--- src/logic/ctrl_defs.svh ---
`ifndef CTRL_DEFS_SVH
`define CTRL_DEFS_SVH

`define INSTR_W     32
`define OPCODE_W    6
`define FUNCT_W     6
`define SHAMT_W     5

// opcodes
`define OP_SPECIAL  6'h00
`define OP_SPECIAL2 6'h1c  // madd, mul, msub
`define OP_SPECIAL3 6'h1f  // seh, seb
`define OP_ADDI     6'h08
`define OP_ADDIU    6'h09
`define OP_SLTI     6'h0a
`define OP_SLTIU    6'h0b
`define OP_ANDI     6'h0c
`define OP_ORI      6'h0d
`define OP_XORI     6'h0e

// SPECIAL function codes
`define FN_SLL      6'h00
`define FN_SRL      6'h02  // rotr when bit 21 set
`define FN_SRA      6'h03
`define FN_SLLV     6'h04
`define FN_SRLV     6'h06  // rotrv when bit 6 set
`define FN_SRAV     6'h07
`define FN_MOVZ     6'h0a
`define FN_MOVN     6'h0b
`define FN_MFHI     6'h10
`define FN_MTHI     6'h11
`define FN_MFLO     6'h12
`define FN_MTLO     6'h13
`define FN_MULT     6'h18
`define FN_MULTU    6'h19
`define FN_ADD      6'h20
`define FN_ADDU     6'h21
`define FN_SUB      6'h22
`define FN_AND      6'h24
`define FN_OR       6'h25
`define FN_XOR      6'h26
`define FN_NOR      6'h27
`define FN_SLT      6'h2a
`define FN_SLTU     6'h2b

// SPECIAL2 function codes
`define FN_MADD     6'h00
`define FN_MUL      6'h02

`define SA_SEH      5'h18  // shift field picking seh over seb

`endif
--- src/logic/ctrl_pkg.sv ---
`default_nettype none

package ctrlPkg;

    ////////////////////////////////////////////////////////////
    // ALU operation codes
    ////////////////////////////////////////////////////////////

    typedef enum logic [3:0] {
        aluAnd   = 4'd0,
        aluOr    = 4'd1,
        aluAdd   = 4'd2,
        aluXor   = 4'd3,
        aluNor   = 4'd4,
        aluSra   = 4'd5,
        aluSub   = 4'd6,
        aluSlt   = 4'd7,
        aluSll   = 4'd8,
        aluSrl   = 4'd9,
        aluMult  = 4'd10,
        aluMultu = 4'd11,
        aluRotr  = 4'd12,
        aluSeb   = 4'd13,
        aluSeh   = 4'd14,
        aluAndi  = 4'd15
    } aluOpT;

    ////////////////////////////////////////////////////////////
    // control word for the execute stage
    ////////////////////////////////////////////////////////////

    typedef struct packed {
        aluOpT aluOp;
        logic  aluSrc;               // immediate as operand b
        logic  regDst;               // rd, else rt
        logic  regWrite;
        logic  writeHi;
        logic  writeLo;
        logic  hiOrLo;               // hi on mfhi
        logic  hiLoReg;              // result from hi/lo
        logic  movEn;
        logic  movz;                 // movz, else movn
        logic  signExtension;        // seb/seh path
        logic  add64;                // madd accumulates up
        logic  hiLoSelect;           // accumulate into hi/lo
        logic  rsRtMux;              // shamt instead of rs
        logic  hiRsSel;
        logic  signExtendImmediate;
    } ctrlT;

    // what each group decoder hands back to the top
    typedef struct packed {
        logic hit;                   // decoder claims the opcode
        ctrlT ctrl;
    } decodeT;

endpackage

`default_nettype wire

--- src/logic/controller.sv ---
`timescale 1ns/1ns
`default_nettype none

`include "ctrl_defs.svh"

module controller import ctrlPkg::*; (
    input  logic                Clk,
    input  logic                rst,
    input  logic [`INSTR_W-1:0] instr,
    input  logic                instrValid,
    output logic                ctrlValid,
    output logic                illegalInstr,
    output aluOpT               aluOp,
    output logic                aluSrc,
    output logic                regDst,
    output logic                regWrite,
    output logic                writeHi,
    output logic                writeLo,
    output logic                hiOrLo,
    output logic                hiLoReg,
    output logic                movEn,
    output logic                movz,
    output logic                signExtension,
    output logic                add64,
    output logic                hiLoSelect,
    output logic                rsRtMux,
    output logic                hiRsSel,
    output logic                signExtendImmediate
);

    decodeT specialRes;
    decodeT special23Res;
    decodeT immRes;
    ctrlT   selCtrl;
    ctrlT   ctrlQ;
    logic   selIllegal;

    specialDecoder   i_specialDecoder   (.instr(instr), .result(specialRes));
    special23Decoder i_special23Decoder (.instr(instr), .result(special23Res));
    immDecoder       i_immDecoder       (.instr(instr), .result(immRes));

    ////////////////////////////////////////////////////////////
    // pick the claiming decoder
    ////////////////////////////////////////////////////////////

    always_comb begin
        if (specialRes.hit) begin
            selCtrl = specialRes.ctrl;
        end else if (special23Res.hit) begin
            selCtrl = special23Res.ctrl;
        end else if (immRes.hit) begin
            selCtrl = immRes.ctrl;
        end else begin
            selCtrl = '0;                              // unknown opcode
        end
    end

    assign selIllegal = !(specialRes.hit || special23Res.hit || immRes.hit);

    ////////////////////////////////////////////////////////////
    // decode/execute pipeline register
    ////////////////////////////////////////////////////////////

    always_ff @(posedge Clk) begin
        if (rst) begin
            ctrlValid    <= 1'b0;
            illegalInstr <= 1'b0;
            ctrlQ        <= '0;
        end else begin
            ctrlValid <= instrValid;                   // one-cycle strobe
            if (instrValid) begin
                illegalInstr <= selIllegal;
                ctrlQ        <= selCtrl;               // held until next strobe
            end
        end
    end

    assign aluOp               = ctrlQ.aluOp;
    assign aluSrc              = ctrlQ.aluSrc;
    assign regDst              = ctrlQ.regDst;
    assign regWrite            = ctrlQ.regWrite;
    assign writeHi             = ctrlQ.writeHi;
    assign writeLo             = ctrlQ.writeLo;
    assign hiOrLo              = ctrlQ.hiOrLo;
    assign hiLoReg             = ctrlQ.hiLoReg;
    assign movEn               = ctrlQ.movEn;
    assign movz                = ctrlQ.movz;
    assign signExtension       = ctrlQ.signExtension;
    assign add64               = ctrlQ.add64;
    assign hiLoSelect          = ctrlQ.hiLoSelect;
    assign rsRtMux             = ctrlQ.rsRtMux;
    assign hiRsSel             = ctrlQ.hiRsSel;
    assign signExtendImmediate = ctrlQ.signExtendImmediate;

endmodule

`default_nettype wire

--- src/logic/imm_decoder.sv ---
`timescale 1ns/1ns
`default_nettype none

`include "ctrl_defs.svh"

module immDecoder import ctrlPkg::*; (
    input  logic [`INSTR_W-1:0] instr,
    output decodeT              result
);

    logic [`OPCODE_W-1:0] opcode;

    assign opcode = instr[`INSTR_W-1 -: `OPCODE_W];

    always_comb begin
        result = '0;
        case (opcode)
            `OP_ADDI, `OP_ADDIU: begin
                result.hit        = 1'b1;
                result.ctrl.aluOp = aluAdd;
            end
            `OP_SLTI, `OP_SLTIU: begin
                result.hit        = 1'b1;
                result.ctrl.aluOp = aluSlt;
            end
            `OP_ANDI: begin
                result.hit                      = 1'b1;
                result.ctrl.aluOp               = aluAndi;
                result.ctrl.signExtendImmediate = 1'b1;
            end
            `OP_ORI: begin
                result.hit                      = 1'b1;
                result.ctrl.aluOp               = aluOr;
                result.ctrl.signExtendImmediate = 1'b1;
            end
            `OP_XORI: begin
                result.hit                      = 1'b1;
                result.ctrl.aluOp               = aluXor;
                result.ctrl.signExtendImmediate = 1'b1;
            end
            default: begin
                result = '0;
            end
        endcase
        // every immediate op takes the immediate and writes rt
        result.ctrl.aluSrc   = result.hit;
        result.ctrl.regWrite = result.hit;
    end

endmodule

`default_nettype wire

--- src/logic/special23_decoder.sv ---
`timescale 1ns/1ns
`default_nettype none

`include "ctrl_defs.svh"

module special23Decoder import ctrlPkg::*; (
    input  logic [`INSTR_W-1:0] instr,
    output decodeT              result
);

    logic [`OPCODE_W-1:0] opcode;
    logic [`FUNCT_W-1:0]  funct;
    logic [`SHAMT_W-1:0]  shamt;

    assign opcode = instr[`INSTR_W-1 -: `OPCODE_W];
    assign funct  = instr[`FUNCT_W-1:0];
    assign shamt  = instr[`FUNCT_W +: `SHAMT_W];

    always_comb begin
        result = '0;
        case (opcode)
            `OP_SPECIAL2: begin
                result.hit        = 1'b1;
                result.ctrl.aluOp = aluMult;
                if (funct == `FN_MUL) begin
                    result.ctrl.regDst   = 1'b1;   // low word to rd
                    result.ctrl.regWrite = 1'b1;
                end else begin
                    // madd and msub accumulate into hi/lo
                    result.ctrl.writeHi    = 1'b1;
                    result.ctrl.writeLo    = 1'b1;
                    result.ctrl.hiLoSelect = 1'b1;
                    result.ctrl.add64      = (funct == `FN_MADD);
                end
            end
            `OP_SPECIAL3: begin
                result.hit                = 1'b1;
                result.ctrl.aluOp         = (shamt == `SA_SEH) ? aluSeh : aluSeb;
                result.ctrl.regDst        = 1'b1;
                result.ctrl.regWrite      = 1'b1;
                result.ctrl.signExtension = 1'b1;
            end
            default: begin
                result = '0;
            end
        endcase
    end

endmodule

`default_nettype wire

--- src/logic/special_decoder.sv ---
`timescale 1ns/1ns
`default_nettype none

`include "ctrl_defs.svh"

module specialDecoder import ctrlPkg::*; (
    input  logic [`INSTR_W-1:0] instr,
    output decodeT              result
);

    logic [`OPCODE_W-1:0] opcode;
    logic [`FUNCT_W-1:0]  funct;

    assign opcode = instr[`INSTR_W-1 -: `OPCODE_W];
    assign funct  = instr[`FUNCT_W-1:0];

    ////////////////////////////////////////////////////////////
    // function code decode
    ////////////////////////////////////////////////////////////

    always_comb begin
        result = '0;
        if (opcode == `OP_SPECIAL) begin
            // most SPECIAL ops write rd
            result.hit            = 1'b1;
            result.ctrl.regDst    = 1'b1;
            result.ctrl.regWrite  = 1'b1;
            case (funct)
                `FN_ADD, `FN_ADDU: begin
                    result.ctrl.aluOp = aluAdd;
                end
                `FN_AND: begin
                    result.ctrl.aluOp = aluAnd;
                end
                `FN_OR: begin
                    result.ctrl.aluOp = aluOr;
                end
                `FN_XOR: begin
                    result.ctrl.aluOp = aluXor;
                end
                `FN_NOR: begin
                    result.ctrl.aluOp = aluNor;
                end
                `FN_SUB: begin
                    result.ctrl.aluOp = aluSub;
                end
                `FN_SLT, `FN_SLTU: begin
                    result.ctrl.aluOp = aluSlt;
                end
                `FN_SLL: begin
                    result.ctrl.aluOp   = aluSll;
                    result.ctrl.rsRtMux = 1'b1;    // shift by shamt
                end
                `FN_SLLV: begin
                    result.ctrl.aluOp = aluSll;
                end
                `FN_SRA: begin
                    result.ctrl.aluOp   = aluSra;
                    result.ctrl.rsRtMux = 1'b1;
                end
                `FN_SRAV: begin
                    result.ctrl.aluOp = aluSra;
                end
                `FN_SRL: begin
                    result.ctrl.aluOp   = instr[21] ? aluRotr : aluSrl;
                    result.ctrl.rsRtMux = 1'b1;
                end
                `FN_SRLV: begin
                    result.ctrl.aluOp = instr[6] ? aluRotr : aluSrl;
                end
                `FN_MFHI: begin
                    result.ctrl.hiLoReg = 1'b1;
                    result.ctrl.hiOrLo  = 1'b1;
                end
                `FN_MFLO: begin
                    result.ctrl.hiLoReg = 1'b1;
                end
                `FN_MTHI: begin
                    result.ctrl.aluOp    = aluAdd;
                    result.ctrl.regDst   = 1'b0;
                    result.ctrl.regWrite = 1'b0;
                    result.ctrl.writeHi  = 1'b1;
                    result.ctrl.hiRsSel  = 1'b1;   // rs routed to hi
                end
                `FN_MTLO: begin
                    result.ctrl.aluOp    = aluAdd;
                    result.ctrl.regDst   = 1'b0;
                    result.ctrl.regWrite = 1'b0;
                    result.ctrl.writeLo  = 1'b1;
                end
                `FN_MULT, `FN_MULTU: begin
                    result.ctrl.aluOp    = (funct == `FN_MULT) ? aluMult : aluMultu;
                    result.ctrl.regWrite = 1'b0;   // product goes to hi/lo
                    result.ctrl.writeHi  = 1'b1;
                    result.ctrl.writeLo  = 1'b1;
                end
                `FN_MOVN: begin
                    result.ctrl.aluOp    = aluSrl;
                    result.ctrl.aluSrc   = 1'b1;
                    result.ctrl.regWrite = 1'b0;   // write decided by movEn path
                    result.ctrl.movEn    = 1'b1;
                end
                `FN_MOVZ: begin
                    result.ctrl.aluOp    = aluSlt;
                    result.ctrl.regWrite = 1'b0;
                    result.ctrl.movEn    = 1'b1;
                    result.ctrl.movz     = 1'b1;
                end
                default: begin
                    result = '0;                   // not ours
                end
            endcase
        end
    end

endmodule

`default_nettype wire

--- config.mk ---
export PLATFORM = sky130hd
export DESIGN_NAME = controller
export DESIGN_NICKNAME = d
export VERILOG_FILES = /design/src/logic/ctrl_pkg.sv /design/src/logic/controller.sv /design/src/logic/imm_decoder.sv /design/src/logic/special23_decoder.sv /design/src/logic/special_decoder.sv
export VERILOG_INCLUDE_DIRS = /design/src /design/src/logic
export SDC_FILE = /design/constraint.sdc
export NUM_CORES = 1
export LEC_CHECK = 0
export BUFFER_PORTS_ARGS = -buffer_cell sky130_fd_sc_hd__buf_4
export CAP_MARGIN = 20
export CORE_MARGIN = 3
export CORE_UTILIZATION = 40
export DETAILED_ROUTE_END_ITERATION = 16
export PLACE_DENSITY = 0.79
export SYNTH_ARGS = -nofsm -noshare
export SYNTH_HDL_FRONTEND = slang
export SYNTH_SLANG_ARGS = --single-unit
--- constraint.sdc ---
create_clock -name Clk -period 2.75 [get_ports Clk]
set_input_delay 0.4125 -clock Clk [delete_from_list [all_inputs] [get_ports Clk]]
set_output_delay 0.4125 -clock Clk [all_outputs]
set_load 0.01 [all_outputs]
==> reports/metrics.csv <==
metric,value,unit
status,"finished, final reports clean",
worst_setup_path_end_kind,flop,
post_synth_xor_area_fraction,0.627,%
start_kind,input pin,
vias,1540,
hold_buffers,0,
syn_area_per_cell,7.47,um2
p_leak,0.698,nW
timing.fmax,0.587,GHz
ys_seq_elements,21,
crit_arrival,1.94,ns
instances_no_fill,261,
finalCriticalPeriod,1.70,ns
start_util,43.6,%
synth_cell_types,51,
hold_path_startpoint,rst,
hold_viol,0,
synth_area_leaders,"dfxtp_1 30%, nor2_1 8.1%, nand2_1 4.0%",
synth_top_cell_area_share,30.1,%
layout_common_cells,"41 x buf_4, 30 x nor2_1, 21 x dfxtp_1",
slew_headroom,64.1,%
grt_pass1_wl,6.14,mm
synth-compound-area-share,26.8,%
p_sw_share,31.0,%
root_buffer,clkbuf_4,
p_comb_share,24.5,%
rsz0062_at_grt,false,
dieWidth,65.1,um
yosysSeqAreaShare,30.1,%
syn-cell-area,0.00140,mm2
cts_setup_buffers,0,
clk_pin_slew_worst_paths,0.13,ns
finalSetupViolCount,0,
regToRegStartpoint,aluOp[3],
crit_start,instr[26],
grt_max_degree,22,
switching_power,195,uW
fin_setup_tns,0,ns
multi_input_area,870,um2
drv_slew,0,
core,0.00320,mm2
required,2.99,ns
dieHeight,65.1,um
ys_warn_count,0,
ir_drop,0.000172,V
htree_num_levels,1,
cts_tree,yes,
grt_use_total,17.9,%
synth-simple-area-share,33.4,%
ff_latch_area,420,um2
drv_cap,0,
pwr-share-clk,24.6,%
insertion_delay,0.32,ns
cp_max_fo,10,
syn_inst,187,
power_density,368,mW/mm2
drtIter0Drc,92,
drcViolationCount,0,
synthFlopType,dfxtp_1,
p_int,433,uW
largest_reg_flops,4,
crit_type,in -> reg,
seqPwrFrac,50.9,%
hpwl,2.70,mm
cts_buffers,3,
async_flop_share,0,%
grt_pass1_vias,1320,
clock-sinks,21,
via_per_inst,5.90,
area_growth,22.1,%
fin_skew,0,ns
final_common_cell,buf_4,
synth_edf_count,0,
worst_slew_pin_slew,0.535,ns
wl_per_cell,14.4,um
worst_hold_path_type,in -> reg,
grt.overflow.total,0,
die_area,0.00424,mm2
finalCritPeriodShare,61.9,%
cts_max_path_buffers,2,
power.total,627,uW
synth_mux_area_share,1.43,%
grt_antenna_before_repair,0,
syn-num-nets,222,
yosys.area.top_type,dfxtp_1,
num_rows,20,
fill_cells,356,
finish.net_count,253,
dp.cells,257,
drive_gt1_share,24.9,%
totalWireLength,3.77,mm
place.gp.congestion,0.943,
synth_top_family_by_area,simple AND/OR/NAND/NOR gates,
io_pins,56,
first_pass_iters,5,
detail-route-antenna-nets,0,
ctsResizeCount,0,
port_buffers,41,
n_antenna_cell,0,
yosys.area_share.adder,0,%
## worst paths after layout
path / end / slack [ns] / cells after the start
max: aluOp[3] / 1.05 / 6
max reg2reg: aluOp[3] / 2.01 / 2
min reg2reg: movEn / 0.46 / 2
min: ctrlValid / 0.40 / 2
## Yosys cell counts, types with 3 or more instances
cell and n:
nand4_1 4, dfxtp_1 21, o21ai_0 8, nor2_1 30, nand2b_1 6, a21oi_1 10
a211oi_1 4, clkbuf_1 5, o31ai_1 3, or2_2 3, nor3_1 10, a311oi_1 4
inv_1 7, nand2_1 15, nand3b_1 3, and3_1 5, buf_2 5
## worst max-delay path, cell delays in order
cell and delay, ns:
buf_4 0.14, nor2_2 0.19, nand3_2 0.15, nor4_4 0.56
o211ai_1 0.19, a311oi_1 0.30
## layout make-up
type	count	share of cell area [%]
inverters	7	1.54
well taps	44	3.23
repair buffers	41	18.0
clock inverters	1	0.293
clock buffers	3	1.32
multi-input cells	144	51.0
flip-flops and latches	21	24.6
## power groups by stage
stage                     clock (mW)  sequential, mW  combinational, mW
after floorplan                    0           0.331             0.0906
after global placement             0           0.326              0.150
after detailed placement           0           0.326              0.151
after CTS                      0.159           0.319              0.152
after global routing           0.173           0.321              0.168
final                          0.155           0.319              0.153
## cells by family (layout without fill, tap and decap cells)
kind of cell           count (synthesis)  count (layout)
AO/OA/AOI/OAI                         52              52
XOR/XNOR                               1               1
flip-flops                            21              21
multiplexers                           2               2
buffers and inverters                 22              52
AND/OR/NAND/NOR                       89              89
## metrics by stage
stage                     cell area, um2  hold WS [ns]  setup WS, ns  util (%)
final                               1710         0.400          1.05      53.3
after global routing                1710         0.385         0.813      53.3
after CTS                           1710         0.391          1.05      53.3
after detailed placement            1680         0.445         0.723      52.4
after global placement              1680         0.439         0.701      52.4
after floorplan                     1400         0.476          1.02         -
## layer usage
| layer | GRT usage [%] | vias to the layer above | wire (um) |
|---|---|---|---|
| li1 | - | 749 | - |
| met1 | 24.5 | 700 | 1570 |
| met5 | 0 | - | 0 |
| met4 | 2.85 | 0 | 45 |
| met2 | 29.5 | 81 | 1800 |
| met3 | 3.76 | 10 | 353 |
Power figures use the tool's default switching activity.
